<file path="src/hw/sd_link_cfg.svh">
`ifndef SD_LINK_CFG_SVH
`define SD_LINK_CFG_SVH

// fields inside the 32-bit command argument
`define SD_ARG_RCA_MSB     31
`define SD_ARG_RCA_LSB     16
`define SD_ARG_HCS         30
`define SD_ARG_VOLT_MSB    23
`define SD_ARG_CHECK_MSB   11
`define SD_ARG_CHECK_LSB   8

// card status bit positions
`define SD_STAT_ILLEGAL    22
`define SD_STAT_STATE_LSB  9
`define SD_STAT_READY      8
`define SD_STAT_APP        5

// each cmd3 moves the relative address on by this much
`define SD_RCA_STEP        16'h1337

// acmd41 polls answered before power-up completes
`define SD_ACMD41_MIN      2

// ocr contents
`define SD_OCR_VOLTAGE     24'hFF8000
`define SD_OCR_POWERED     31
`define SD_OCR_CCS         30

// identification and card-specific data registers
`define SD_CID             128'h0353_4453_444c_4e4b_1012_3456_7800_f1ff
`define SD_CSD             128'h400e_0032_5b59_0000_3b37_7f80_0a40_00ff

`endif
</file>
<file path="src/hw/sd_link_pkg.sv">
package sd_link_pkg;

   // card states as defined by the sd spec
   typedef enum logic [3:0] {
      card_idle  = 4'd0,
      card_ready = 4'd1,
      card_ident = 4'd2,
      card_stby  = 4'd3,
      card_tran  = 4'd4,
      card_data  = 4'd5,
      card_rcv   = 4'd6,
      card_prg   = 4'd7,
      card_dis   = 4'd8,
      card_ina   = 4'd9
   } card_state_t;

   // response the phy is asked to send
   typedef enum logic [3:0] {
      resp_none = 4'd0,
      resp_bad  = 4'd1,
      resp_r1   = 4'd2,
      resp_r1b  = 4'd3,
      resp_r2   = 4'd4,
      resp_r3   = 4'd5,
      resp_r6   = 4'd6,
      resp_r7   = 4'd7
   } resp_kind_t;

   typedef logic [5:0]   cmd_index_t;
   typedef logic [31:0]  cmd_arg_t;
   typedef logic [31:0]  card_status_t;
   typedef logic [135:0] resp_word_t;

   typedef struct packed {
      logic act;
      logic crc_good;
   } cmd_flags_t;

   localparam cmd_index_t cmd0_go_idle         = 6'd0;
   localparam cmd_index_t cmd1_send_op_cond    = 6'd1;
   localparam cmd_index_t cmd2_all_send_cid    = 6'd2;
   localparam cmd_index_t cmd3_send_rel_addr   = 6'd3;
   localparam cmd_index_t cmd5_io_send_op_cond = 6'd5;
   localparam cmd_index_t cmd7_select_card     = 6'd7;
   localparam cmd_index_t cmd8_send_if_cond    = 6'd8;
   localparam cmd_index_t cmd9_send_csd        = 6'd9;
   localparam cmd_index_t cmd10_send_cid       = 6'd10;
   localparam cmd_index_t cmd13_send_status    = 6'd13;
   localparam cmd_index_t acmd41_send_op_cond  = 6'd41;
   localparam cmd_index_t cmd55_app_cmd        = 6'd55;

endpackage

</file>
<file path="src/hw/sd_link_top.sv">
`timescale 1ns/10ps

module sd_link_top
   import sd_link_pkg::*;
(
   input  logic        clk_50,
   input  logic        reset_s,
   input  logic [47:0] phy_cmd_in,
   input  logic        phy_cmd_in_crc_good,
   input  logic        phy_cmd_in_act,
   input  logic        phy_resp_done,
   output resp_word_t  phy_resp_out,
   output resp_kind_t  phy_resp_type,
   output logic        phy_resp_act,
   output card_state_t link_card_state,
   output cmd_index_t  cmd_in_last,
   output logic        info_card_desel,
   output logic        err_cmd_crc,
   output logic        err_unhandled_cmd
);

   cmd_flags_t   cmd_flags;
   logic         resp_done_sync;
   logic         cmd_valid;
   cmd_index_t   cmd_index;
   cmd_arg_t     cmd_arg;
   logic         ready;
   logic         resp_start;
   resp_kind_t   resp_kind;
   logic [7:0]   resp_echo;
   card_status_t card_status;
   logic [15:0]  card_rca;
   logic [31:0]  card_ocr;
   logic         resp_sent;

   // act sits in the upper bit of the flag struct
   link_sync #(.payload_t(cmd_flags_t)) u_flag_sync (
      .clk_50 (clk_50),
      .d      ({phy_cmd_in_act, phy_cmd_in_crc_good}),
      .q      (cmd_flags)
   );

   link_sync #(.payload_t(logic)) u_done_sync (
      .clk_50 (clk_50),
      .d      (phy_resp_done),
      .q      (resp_done_sync)
   );

   cmd_decode u_decode (
      .clk_50      (clk_50),
      .reset_s     (reset_s),
      .phy_cmd_in  (phy_cmd_in),
      .cmd_flags   (cmd_flags),
      .ready       (ready),
      .cmd_valid   (cmd_valid),
      .cmd_index   (cmd_index),
      .cmd_arg     (cmd_arg),
      .cmd_in_last (cmd_in_last),
      .err_cmd_crc (err_cmd_crc)
   );

   card_execute u_execute (
      .clk_50            (clk_50),
      .reset_s           (reset_s),
      .cmd_valid         (cmd_valid),
      .cmd_index         (cmd_index),
      .cmd_arg           (cmd_arg),
      .resp_sent         (resp_sent),
      .ready             (ready),
      .resp_start        (resp_start),
      .resp_kind         (resp_kind),
      .resp_echo         (resp_echo),
      .card_status       (card_status),
      .card_rca          (card_rca),
      .card_ocr          (card_ocr),
      .link_card_state   (link_card_state),
      .info_card_desel   (info_card_desel),
      .err_unhandled_cmd (err_unhandled_cmd)
   );

   resp_format u_format (
      .clk_50         (clk_50),
      .reset_s        (reset_s),
      .resp_start     (resp_start),
      .resp_kind      (resp_kind),
      .cmd_index      (cmd_index),
      .resp_echo      (resp_echo),
      .card_status    (card_status),
      .card_rca       (card_rca),
      .card_ocr       (card_ocr),
      .resp_done_sync (resp_done_sync),
      .phy_resp_out   (phy_resp_out),
      .phy_resp_type  (phy_resp_type),
      .phy_resp_act   (phy_resp_act),
      .resp_sent      (resp_sent)
   );

endmodule

</file>
<file path="src/hw/resp_format.sv">
`timescale 1ns/10ps
`include "sd_link_cfg.svh"

module resp_format
   import sd_link_pkg::*;
(
   input  logic         clk_50,
   input  logic         reset_s,
   input  logic         resp_start,
   input  resp_kind_t   resp_kind,
   input  cmd_index_t   cmd_index,
   input  logic [7:0]   resp_echo,
   input  card_status_t card_status,
   input  logic [15:0]  card_rca,
   input  logic [31:0]  card_ocr,
   input  logic         resp_done_sync,
   output resp_word_t   phy_resp_out,
   output resp_kind_t   phy_resp_type,
   output logic         phy_resp_act,
   output logic         resp_sent
);

   localparam logic [127:0] cid_word = `SD_CID;
   localparam logic [127:0] csd_word = `SD_CSD;

   resp_word_t frame;
   logic       arm;
   logic       done_prev;
   logic       done_rise;

   assign done_rise = resp_done_sync && !done_prev;

   // frames are left aligned, short ones padded with zeros
   always_comb begin
      case (resp_kind)
      resp_r1, resp_r1b: frame = {2'b00, cmd_index, card_status, 8'h01, 88'h0};
      resp_r2: begin
         if (cmd_index == cmd9_send_csd) begin
            frame = {2'b00, 6'h3f, csd_word[127:1], 1'b1};
         end else begin
            frame = {2'b00, 6'h3f, cid_word[127:1], 1'b1};
         end
      end
      resp_r3: frame = {2'b00, 6'h3f, card_ocr, 8'hff, 88'h0};
      // r6 carries the compressed status
      resp_r6: frame = {2'b00, cmd3_send_rel_addr, card_rca, card_status[23:22],
                        card_status[19], card_status[12:0], 8'h01, 88'h0};
      resp_r7: frame = {2'b00, cmd8_send_if_cond, 20'h0, 4'b0001, resp_echo, 8'h01, 88'h0};
      default: frame = '0;
      endcase
   end

   always_ff @(posedge clk_50) begin
      if (!reset_s) begin
         phy_resp_type <= resp_none;
         phy_resp_act  <= 1'b0;
         arm           <= 1'b0;
         done_prev     <= 1'b0;
         resp_sent     <= 1'b0;
      end else begin
         done_prev <= resp_done_sync;
         resp_sent <= 1'b0;
         if (resp_start) begin
            phy_resp_type <= resp_kind;
            arm           <= 1'b1;
         end
         // act one cycle behind the frame so the phy sees settled data
         if (arm) begin
            phy_resp_act <= 1'b1;
            arm          <= 1'b0;
         end
         if (phy_resp_act && done_rise) begin
            phy_resp_act <= 1'b0;
            resp_sent    <= 1'b1;
         end
      end
   end

   always_ff @(posedge clk_50) begin
      if (resp_start) begin
         phy_resp_out <= frame;
      end
   end

endmodule

</file>
<file path="src/hw/card_execute.sv">
`timescale 1ns/10ps
`include "sd_link_cfg.svh"

module card_execute
   import sd_link_pkg::*;
(
   input  logic         clk_50,
   input  logic         reset_s,
   input  logic         cmd_valid,
   input  cmd_index_t   cmd_index,
   input  cmd_arg_t     cmd_arg,
   input  logic         resp_sent,
   output logic         ready,
   output logic         resp_start,
   output resp_kind_t   resp_kind,
   output logic [7:0]   resp_echo,
   output card_status_t card_status,
   output logic [15:0]  card_rca,
   output logic [31:0]  card_ocr,
   output card_state_t  link_card_state,
   output logic         info_card_desel,
   output logic         err_unhandled_cmd
);

   typedef enum logic [2:0] {
      ex_idle,
      ex_decode,
      ex_status,
      ex_issue,
      ex_wait
   } ex_state_t;

   ex_state_t   ex_state;
   card_state_t card_state;
   card_state_t card_state_next;
   logic [3:0]  acmd41_count;
   logic        app_flag;
   logic        wipe;
   logic        rca_match;
   logic        use_app;
   logic        clear_all;

   assign link_card_state = card_state;
   assign rca_match  = cmd_arg[`SD_ARG_RCA_MSB:`SD_ARG_RCA_LSB] == card_rca;
   assign use_app    = app_flag && cmd_index == acmd41_send_op_cond;
   // cmd0 takes the reset path at the point where a silent command commits
   assign clear_all  = !reset_s || (ex_state == ex_issue && wipe);
   assign resp_start = ex_state == ex_issue && resp_kind != resp_none && resp_kind != resp_bad;

   always_ff @(posedge clk_50) begin
      if (clear_all) begin
         ex_state          <= ex_idle;
         ready             <= 1'b1;
         wipe              <= 1'b0;
         resp_kind         <= resp_none;
         card_state        <= card_idle;
         card_state_next   <= card_idle;
         acmd41_count      <= '0;
         app_flag          <= 1'b0;
         card_rca          <= '0;
         card_ocr          <= {8'h00, `SD_OCR_VOLTAGE};
         card_ocr[`SD_OCR_CCS] <= 1'b1;
         card_status       <= '0;
         card_status[`SD_STAT_READY] <= 1'b1;
         info_card_desel   <= 1'b0;
         err_unhandled_cmd <= 1'b0;
      end else begin
         case (ex_state)
         ex_idle: begin
            if (cmd_valid) begin
               ready <= 1'b0;
               card_status[`SD_STAT_ILLEGAL] <= 1'b0;
               ex_state <= ex_decode;
            end
         end
         ex_decode: begin
            ex_state        <= ex_status;
            card_state_next <= card_state;
            // anything not matched below is illegal
            resp_kind       <= resp_bad;
            if (use_app) begin
               if (card_state == card_idle) begin
                  resp_kind    <= resp_r3;
                  acmd41_count <= acmd41_count + 4'd1;
                  if (cmd_arg[`SD_ARG_HCS] && cmd_arg[`SD_ARG_VOLT_MSB:0] != '0 &&
                      acmd41_count > `SD_ACMD41_MIN) begin
                     card_ocr[`SD_OCR_POWERED] <= 1'b1;
                     card_state_next <= card_ready;
                  end
               end
            end else begin
               // not an app command, so run it as a regular one
               app_flag <= 1'b0;
               case (cmd_index)
               cmd0_go_idle: begin
                  if (card_state != card_ina) begin
                     resp_kind <= resp_none;
                     wipe      <= 1'b1;
                  end
               end
               cmd2_all_send_cid: begin
                  if (card_state == card_ready) begin
                     resp_kind       <= resp_r2;
                     card_state_next <= card_ident;
                  end
               end
               cmd3_send_rel_addr: begin
                  if (card_state == card_ident || card_state == card_stby) begin
                     card_rca        <= card_rca + `SD_RCA_STEP;
                     resp_kind       <= resp_r6;
                     card_state_next <= card_stby;
                  end
               end
               cmd7_select_card: begin
                  if (rca_match) begin
                     if (card_state == card_stby || card_state == card_dis) begin
                        resp_kind       <= resp_r1b;
                        card_state_next <= card_tran;
                     end
                  end else begin
                     resp_kind       <= resp_none;
                     info_card_desel <= 1'b1;
                     if (card_state == card_tran) begin
                        card_state_next <= card_stby;
                     end
                  end
               end
               cmd8_send_if_cond: begin
                  if (card_state == card_idle) begin
                     resp_kind <= resp_none;
                     if (cmd_arg[`SD_ARG_CHECK_MSB:`SD_ARG_CHECK_LSB] == 4'b0001) begin
                        resp_kind <= resp_r7;
                        resp_echo <= cmd_arg[7:0];
                     end
                  end
               end
               cmd9_send_csd, cmd10_send_cid: begin
                  if (!rca_match) begin
                     resp_kind <= resp_none;
                  end else if (card_state == card_stby) begin
                     resp_kind <= resp_r2;
                  end
               end
               cmd13_send_status: begin
                  if (!rca_match) begin
                     resp_kind <= resp_none;
                  end else if (card_state inside {[card_stby:card_dis]}) begin
                     resp_kind <= resp_r1;
                  end
               end
               cmd55_app_cmd: begin
                  if (!rca_match) begin
                     resp_kind <= resp_none;
                  end else if (card_state == card_idle ||
                               card_state inside {[card_stby:card_dis]}) begin
                     resp_kind <= resp_r1;
                     app_flag  <= 1'b1;
                     card_status[`SD_STAT_APP] <= 1'b1;
                  end
               end
               default: begin
                  // hosts probe with cmd1 and cmd5, which is not worth flagging
                  if (!(cmd_index inside {cmd1_send_op_cond, cmd5_io_send_op_cond})) begin
                     err_unhandled_cmd <= 1'b1;
                  end
               end
               endcase
            end
         end
         ex_status: begin
            card_status[`SD_STAT_STATE_LSB +: 4] <= card_state;
            ex_state <= ex_issue;
         end
         ex_issue: begin
            ex_state <= ex_wait;
            if (resp_kind == resp_none) begin
               card_state <= card_state_next;
               ready      <= 1'b1;
               ex_state   <= ex_idle;
            end else if (resp_kind == resp_bad) begin
               card_status[`SD_STAT_ILLEGAL] <= 1'b1;
               ready    <= 1'b1;
               ex_state <= ex_idle;
            end
         end
         ex_wait: begin
            if (resp_sent) begin
               card_state <= card_state_next;
               ready      <= 1'b1;
               ex_state   <= ex_idle;
               // app state ends with the response, cmd13 included
               if (cmd_index != cmd55_app_cmd) begin
                  app_flag <= 1'b0;
                  card_status[`SD_STAT_APP] <= 1'b0;
               end
            end
         end
         default: begin
            ex_state <= ex_idle;
         end
         endcase
      end
   end

endmodule

</file>
<file path="src/hw/cmd_decode.sv">
`timescale 1ns/10ps

module cmd_decode
   import sd_link_pkg::*;
(
   input  logic        clk_50,
   input  logic        reset_s,
   input  logic [47:0] phy_cmd_in,
   input  cmd_flags_t  cmd_flags,
   input  logic        ready,
   output logic        cmd_valid,
   output cmd_index_t  cmd_index,
   output cmd_arg_t    cmd_arg,
   output cmd_index_t  cmd_in_last,
   output logic        err_cmd_crc
);

   // index and argument part of the frame, start and crc bits dropped
   logic [37:0] frame_body;
   logic        act_prev;
   logic        act_rise;
   logic        accept;

   assign act_rise  = cmd_flags.act && !act_prev;
   assign accept    = act_rise && cmd_flags.crc_good && ready;
   assign cmd_index = frame_body[37:32];
   assign cmd_arg   = frame_body[31:0];

   always_ff @(posedge clk_50) begin
      if (!reset_s) begin
         act_prev    <= 1'b0;
         cmd_valid   <= 1'b0;
         cmd_in_last <= '0;
         err_cmd_crc <= 1'b0;
      end else begin
         act_prev  <= cmd_flags.act;
         cmd_valid <= accept;
         if (accept) begin
            cmd_in_last <= phy_cmd_in[45:40];
         end
         // sticky until reset
         if (act_rise && !cmd_flags.crc_good) begin
            err_cmd_crc <= 1'b1;
         end
      end
   end

   // phy holds the frame stable while act is high
   always_ff @(posedge clk_50) begin
      if (accept) begin
         frame_body <= phy_cmd_in[45:8];
      end
   end

endmodule

</file>
<file path="src/hw/link_sync.sv">
`timescale 1ns/10ps

module link_sync #(
   parameter type payload_t = logic
) (
   input  logic     clk_50,
   input  payload_t d,
   output payload_t q
);

   payload_t stage_1;
   payload_t stage_2;

   // three flops from the phy clock domain
   always_ff @(posedge clk_50) begin
      stage_1 <= d;
      stage_2 <= stage_1;
      q       <= stage_2;
   end

endmodule

</file>
<file path="config.mk">
export PLATFORM = sky130hd
export DESIGN_NAME = sd_link_top
export DESIGN_NICKNAME = d
export VERILOG_FILES = /design/src/hw/sd_link_pkg.sv /design/src/hw/sd_link_top.sv /design/src/hw/resp_format.sv /design/src/hw/card_execute.sv /design/src/hw/cmd_decode.sv /design/src/hw/link_sync.sv
export VERILOG_INCLUDE_DIRS = /design/src /design/src/hw
export SDC_FILE = /design/constraint.sdc
export NUM_CORES = 1
export LEC_CHECK = 0
export BUFFER_PORTS_ARGS = -buffer_cell sky130_fd_sc_hd__buf_2
export CORE_MARGIN = 2
export CORE_UTILIZATION = 47
export CTS_CLUSTER_DIAMETER = 60
export DETAILED_ROUTE_END_ITERATION = 7
export GPL_TIMING_DRIVEN = 0
export PLACE_DENSITY_LB_ADDON = 0.1
export SYNTH_ARGS = -nofsm -noshare
export SYNTH_HDL_FRONTEND = slang
export SYNTH_SLANG_ARGS = --single-unit
</file>
<file path="constraint.sdc">
create_clock -name clk_50 -period 2.2 [get_ports clk_50]
set_input_delay 0.44 -clock clk_50 [delete_from_list [all_inputs] [get_ports clk_50]]
set_output_delay 0.44 -clock clk_50 [all_outputs]
set_load 0.005 [all_outputs]
</file>
==> results of run 1 <==
[worst max-delay path: stages, from the launching register on]
cell	delay [ns]
edfxtp_1	0.39
buf_4	0.21
nor4b_4	0.35
a21boi_1	0.35
nand3_1	0.13
a311o_1	0.39
a21oi_1	0.21
[flip-flops by register name, indices dropped and copies added (netlist names), 3 cells and up]
register	flops
u_format.phy_resp_out	44
u_decode.frame_body	38
u_execute.card_rca	16
u_execute.resp_echo	8
u_decode.cmd_in_last	6
u_execute.card_status	6
u_execute.acmd41_count	4
u_execute.card_state_next	4
u_execute.link_card_state	4
u_execute.ex_state	3
u_execute.resp_kind	3
u_format.phy_resp_type	3
[metal layers]
layer  global-route usage  routed length (um)
met4               0.0711                 295
met2                0.329                7870
met5                    0                   0
met3               0.0534                1330
met1                0.276                7500
[kinds of logic after synthesis]
kind of cell    count (synthesis)  synth area share
simple gates                  197             0.144
mux                            17            0.0234
buf+inv                       135             0.121
xor+xnor                       33            0.0398
fa+ha+maj                       3           0.00517
compound gates                106            0.0982
other cells                     1          0.000516
flops                         161             0.568
[power groups by stage]
stage	sequential [W]	combinational, W	clock [W]
finish	0.00327	0.000290	0.00285
global route	0.00327	0.000318	0.00305
CTS	0.00327	0.000277	0.00291
detailed placement	0.00333	0.000271	0
global placement	0.00333	0.000267	0
floorplan	0.00332	0.000184	0
[metrics by stage]
stage / area [um2] / std cells / setup TNS (ns)
finish: 9190 / 1075 / 0
global route: 9190 / 1075 / -0.0176
CTS: 9120 / 1072 / -0.000203
detailed placement: 8430 / 1036 / -27.23
global placement: 8430 / 1036 / -24.75
floorplan: 7410 / 690 / 0
[area by class of cell]
class / count / area (um2) / area share
Timing Repair inverter: 3 / 22.5 / 0.00245
Timing Repair Buffer: 168 / 878 / 0.0956
Multi-Input combinational cell: 394 / 2480 / 0.270
Sequential cell: 161 / 4130 / 0.449
Inverter: 8 / 33.8 / 0.00368
Clock inverter: 15 / 155 / 0.0169
Clock buffer: 17 / 425 / 0.0463
Buffer: 121 / 833 / 0.0907
Tap cell: 188 / 235 / 0.0256
[timing repair]
action                                  4_1_cts  5_1_grt
pin swaps                                     1        2
endpoints found under the setup margin       73       26
setup buffers                                 2        8
resized for setup                            14        9
cloned                                        3        0
[synthesized netlist by cell type (4+ instances only)]
master / n / area, um2
a31oi_1: 11 / 68.8
xnor2_1: 24 / 210
xor2_1: 9 / 78.8
mux2i_1: 17 / 170
or3_1: 4 / 25.0
buf_4: 95 / 713
nand4_1: 6 / 37.5
dfxtp_1: 71 / 1420
nor2b_1: 16 / 100
nor3b_1: 4 / 30.0
nand2b_1: 5 / 31.3
buf_2: 6 / 30.0
edfxtp_1: 90 / 2700
a211oi_1: 6 / 45.0
inv_1: 8 / 30.0
nor4_1: 6 / 37.5
o21ai_0: 18 / 90.1
nand2_1: 33 / 124
clkbuf_1: 24 / 90.1
a21oi_1: 23 / 115
and3_1: 9 / 56.3
nand3_1: 13 / 65.1
and2_1: 15 / 93.8
nor3_1: 12 / 60.1
nor2_1: 55 / 206
a21o_1: 18 / 135
[worst min path at each step]
stage | from | depth (start not counted) | endpoint | slack [ns]
floorplan | u_done_sync.stage_2 | 0 | u_done_sync.q | 0.31
global placement | u_done_sync.stage_1 | 0 | u_done_sync.stage_2 | 0.31
finish | phy_cmd_in_act | 1 | u_flag_sync.stage_1[1] | 0.12
CTS | phy_cmd_in_crc_good | 1 | u_flag_sync.stage_1[0] | 0.10
detailed placement | u_flag_sync.stage_1[1] | 0 | u_flag_sync.stage_2[1] | 0.31
global route | phy_cmd_in_act | 1 | u_flag_sync.stage_1[1] | 0.1
==> results.py, run 1 <==
metrics = {
    "grt": {
        "grt_pass1_vias": 4796,
        "track_usage": 0.207,
        "overflow": 0,
        "grt_pass1_wl_mm": 25.8,
        "antenna_found_initial": 0,
        "grt_max_degree": 46,
    },
    "power_and_ir_drop": {
        "p_switching_w": 0.00136,
        "finalPower_w": 0.00641,
        "clockPowerShare": 0.445,
        "power.internal_w": 0.00504,
        "power_frac_comb": 0.045,
        "power_density_nw_per_um2": 697,
        "ir_drop_mv": 0.544,
        "swShare": 0.213,
        "p_seq_frac": 0.510,
        "leakagePower_nw": 3.65,
    },
    "detailed_routing": {
        "vias": 5314,
        "drt_wl_total_mm": 17.0,
        "post_drt_wl_per_cell_um": 15.8,
        "firstDrtPassIters": 5,
        "drt-initial-drc-count": 290,
        "drc": 0,
        "vias_per_cell": 4.94,
        "ant_nets": 0,
    },
    "final_layout": {
        "nFillCells": 1301,
        "drive_gt1_frac": 0.368,
        "final_common_cell": "buf_2",
        "n_antenna_cell": 0,
        "final_cell_mix": "163 x buf_2, 105 x buf_4, 90 x edfxtp_1",
        "fin_nets": 930,
        "areaGrowthSynthToFinish_pct": 26.5,
        "final_util": 0.607,
    },
    "synthesis": {
        "ys_seq_area_frac": 0.568,
        "yosysWarnings": 0,
        "synthArstFlopShare": 0,
        "syn_inst": 653,
        "syn_area_per_cell_um2": 11.1,
        "synth_cell_types": 65,
        "ys_seq_elements": 161,
        "synthesis.area_um2": 7260,
        "synth_ff_type": "edfxtp_1",
        "synth_edf_count": 90,
    },
    "timing": {
        "setup_slack_ns": 0.0714,
        "finalCriticalPeriod_ns": 2.13,
        "clock.fmax_mhz": 470,
        "hold_slack_ns": 0.115,
        "worstMarginPinSlew_ns": 1.14,
        "skew_ns": 0.00758,
        "finalCritPeriodShare": 0.968,
        "slew_viol_final": 0,
        "setup_viol": 0,
        "hold_violations": 0,
        "slew_headroom": 0.240,
    },
    "setup_path": {
        "r2r_end": "u_execute.resp_kind[2]",
        "endpoint": "u_execute.resp_kind[2]",
        "required_ns": 2.53,
        "crit-reg2reg-launch": "u_decode.frame_body[36]",
        "cp_data_arrival_time_ns": 2.46,
        "crit_type": "flip-flop to flip-flop",
        "r2r_cells": 6,
        "end_kind": "flip-flop",
        "cp-startpoint": "u_decode.frame_body[36]",
        "worstPathMaxFanout": 8,
        "cp-start-kind": "flip-flop",
        "rrSetupSlack_ns": 0.07,
    },
    "floorplanning": {
        "core_area_um2": 15100,
        "io_pins": 207,
        "start_util": 0.480,
        "die_x_um": 128,
        "rows": 45,
        "die_area_um2": 16500,
        "fp.dieH_um": 128,
    },
    "cts": {
        "clk_pin_slew_ns": 0.06,
        "numClockSinks": 161,
        "cts_tree": "yes",
        "clk_latency_ns": 0.42,
        "clockBufferDepth": 2,
        "ctsHoldBuffers": 0,
        "htree_num_levels": 4,
        "cts-root-buf": "clkbuf_16",
        "cts-buffers-inserted": 17,
    },
    "placement": {
        "io_buffers": 158,
        "dp_slack_ns": -0.648,
        "post-dp-hpwl_mm": 12.6,
        "gp_congestion": 0.856,
    },
    "status": {
        "status": "complete, no violations",
    },
    "flow_run": {
        "max_cap_viol_count": 0,
    },
    "worst_hold_path": {
        "hold_path.class": "input port to flip-flop",
    },
}
Note: power is estimated with default switching activity, not from simulation.
==> run 2: changes to the inputs <==
Settings changed: ABC_AREA from default to 1, SLEW_MARGIN from default to 20.
==> run 2 against run 1 <==
  * Non-clock buffer count fell by 26
  * Register-to-register slack improved by 0.08 ns
  * Clock power is 1% lower
  * Sequential power up 2%
  * Core utilization decreased by 0.60 points
  * Worst hold slack lost 0.0086 ns
  * Clock skew down 0.0016 ns
  * Critical path type unchanged
  * Cell count is 12% higher
  * Total power is 2.2% higher
  * Area after synthesis rose by 0.47%
  * Clock-buffer cell count is 3 higher
  * Die area grew 0.44%
==> results.py, run 2 <==
metrics = {
    "status": {
        "status": "complete, no violations",
    },
    "synthesis": {
        "synthArstFlopShare": 0,
        "synth.area.mux_share": 0,
        "synth.top_cells.by_count": "137 x nand2_1, 98 x inv_1, 94 x buf_4",
        "synthAdderAreaFrac": 0.00514,
        "syn_inst": 789,
        "ys_seq_elements": 161,
        "synth.most_common_cell": "nand2_1",
        "yosys.area_share.simple": 0.174,
        "synth_top_area_cell": "edfxtp_1",
        "synth_ff_type": "edfxtp_1",
        "synth-xor-area-share": 0.00120,
        "synth_compound_area_frac": 0.0958,
        "ys_seq_area_frac": 0.565,
        "synth_edf_count": 90,
        "synth_top_family_by_area": "simple AND/OR/NAND/NOR gates",
        "post-synth-top-area-fraction": 0.370,
        "synth_cell_types": 44,
        "synthesis.area_um2": 7300,
        "syn_area_per_cell_um2": 9.25,
        "yosys-top-cells-area": "edfxtp_1 37%, dfxtp_1 19%, buf_4 9.7%",
        "yosysWarnings": 0,
    },
    "grt": {
        "antenna_found_initial": 0,
        "grtUsageMet3": 0.0520,
        "track_usage": 0.201,
        "overflow": 0,
        "grt_pass1_vias": 4984,
        "busiest_layer": "met2",
        "met1_usage": 0.265,
        "grt_pass1_wl_mm": 25.2,
        "grt_max_degree": 48,
        "grtUsageMet2": 0.317,
    },
    "cts": {
        "htree_num_levels": 4,
        "cts-buffers-inserted": 17,
        "clk_latency_ns": 0.43,
        "cts-root-buf": "clkbuf_16",
        "clk_pin_slew_ns": 0.06,
        "ctsHoldBuffers": 0,
        "numClockSinks": 161,
        "cts_tree": "yes",
        "clockBufferDepth": 2,
    },
    "final_layout": {
        "final_cell_area_um2": 9130,
        "fin_nets": 1061,
        "fin_cells": 1206,
        "final_common_cell": "buf_2",
        "final_cell_mix": "158 x buf_2, 135 x nand2_1, 97 x inv_1",
        "largest_register_ffs": 44,
        "areaGrowthSynthToFinish_pct": 25.1,
        "final_util": 0.600,
        "n_antenna_cell": 0,
        "regMostFlops": "u_format.phy_resp_out",
        "reg_top3": "u_format.phy_resp_out (44), u_decode.frame_body (38), u_execute.card_rca (16)",
        "drive_gt1_frac": 0.315,
    },
    "floorplanning": {
        "rows": 45,
        "die_area_um2": 16500,
        "core_area_um2": 15200,
        "die_x_um": 129,
        "start_util": 0.480,
        "io_pins": 207,
        "fp.dieH_um": 129,
    },
    "placement": {
        "post-place-cells": 1173,
        "placed_cell_area_um2": 8500,
        "gp_congestion": 0.942,
        "io_buffers": 158,
        "post-dp-hpwl_mm": 12.1,
    },
    "detailed_routing": {
        "vias": 5646,
        "vias_per_cell": 4.68,
        "post_drt_wl_per_cell_um": 13.5,
        "drc": 0,
        "ant_nets": 0,
        "firstDrtPassIters": 4,
        "drt_wl_total_mm": 16.2,
        "drt-initial-drc-count": 395,
    },
    "setup_path": {
        "cp-start-kind": "flip-flop",
        "rrSetupSlack_ns": 0.15,
        "crit_type": "flip-flop to flip-flop",
        "cp_slowest_stage_delay_ns": 0.50,
        "slowest_stage": "edfxtp_1",
        "cp_data_arrival_time_ns": 2.20,
        "required_ns": 2.35,
        "end_kind": "flip-flop",
        "cp_num_buf_inv": 2,
        "worstPathMaxFanout": 7,
        "cp_top_family": "simple AND/OR/NAND/NOR gates",
        "path_cells": "nor2_4, nand2_1, nor3_1, inv_1, nand2_2, inv_1, nor2_4, o221ai_1",
    },
    "timing": {
        "skew_ns": 0.00600,
        "slew_headroom": 0.527,
        "clock.fmax_mhz": 489,
        "finalCritPeriodShare": 0.930,
        "worstMarginPinSlew_ns": 0.707,
        "finalCriticalPeriod_ns": 2.05,
        "rsz0062_at_grt": "true",
        "setup_viol": 0,
        "slew_viol_final": 0,
        "hold_violations": 0,
    },
    "flow_run": {
        "max_cap_viol_count": 0,
    },
    "power_and_ir_drop": {
        "leakagePower_nw": 4.45,
        "finalPower_w": 0.00655,
        "power_density_nw_per_um2": 717,
        "ir_drop_mv": 0.579,
    },
    "worst_hold_path": {
        "hold_path.class": "input port to flip-flop",
    },
}
[run 2: where the power goes]
group	switching, W	internal [W]
logic	0.000256	0.000168
clock network	0.00122	0.00159
registers	0.0000554	0.00326
total	0.00153	0.00502
[run 2: worst reg2reg max path, delay by kind of cell, from the launching register on]
kind	cells	cell delay, ns
AO/OA/AOI/OAI	1	0.18
buffers and inverters	2	0.24
flip-flops	1	0.50
AND/OR/NAND/NOR	5	0.84
[run 2: stage by stage]
step           hold WS [ns]  setup WS [ns]  setup TNS (ns)
3_3_place_gp          0.310         -0.250          -12.57
2_1_floorplan         0.310          0.249               0
3_5_place_dp          0.313         -0.214           -1.83
5_1_grt              0.0879        -0.0270         -0.0323
6_report              0.107          0.153               0
4_1_cts              0.0918         0.0567               0
[run 2: cells by family (layout without fill, tap and decap cells)]
logic type | after synthesis | count (layout)
XOR/XNOR | 1 | 1
adder cells (fa/ha/maj) | 3 | 3
flip-flops | 161 | 161
AND/OR/NAND/NOR | 290 | 290
buffers and inverters | 207 | 399
other | 1 | 38
AO/OA/AOI/OAI | 126 | 126
[run 2: timing repair]
action | in CTS | in global routing
gates cloned | 0 | 0
setup buffers | 0 | 1
endpoints found under the setup margin | 12 | 34
hold endpoints to repair | 0 | 0
gates resized for setup | 4 | 11
pin swaps | 0 | 1
[run 2: per-layer routing]
layer	wire, um	up-vias
met2	7260	221
li1	-	2908
met3	1270	25
met5	0	-
met1	7360	2492
met4	328	0
[run 2: final timing paths]
| check | start | end | depth (start not counted) |
|---|---|---|---|
| max | u_decode.frame_body[37] | u_format.phy_resp_out[118] | 8 |
| min | phy_cmd_in_act | u_flag_sync.stage_1[1] | 1 |
| max reg2reg | u_decode.frame_body[37] | u_format.phy_resp_out[118] | 8 |
| min reg2reg | u_flag_sync.stage_2[0] | u_flag_sync.q[0] | 0 |
[run 2: final cells by class]
type | count | area [um2]
well taps | 188 | 235
flip-flops and latches | 161 | 4120
multi-input cells | 458 | 2220
clock inverters | 12 | 96.3
inverters | 104 | 400
fillers | 1370 | 6070
clock buffers | 20 | 478
plain buffers | 103 | 759
repair buffers | 160 | 818
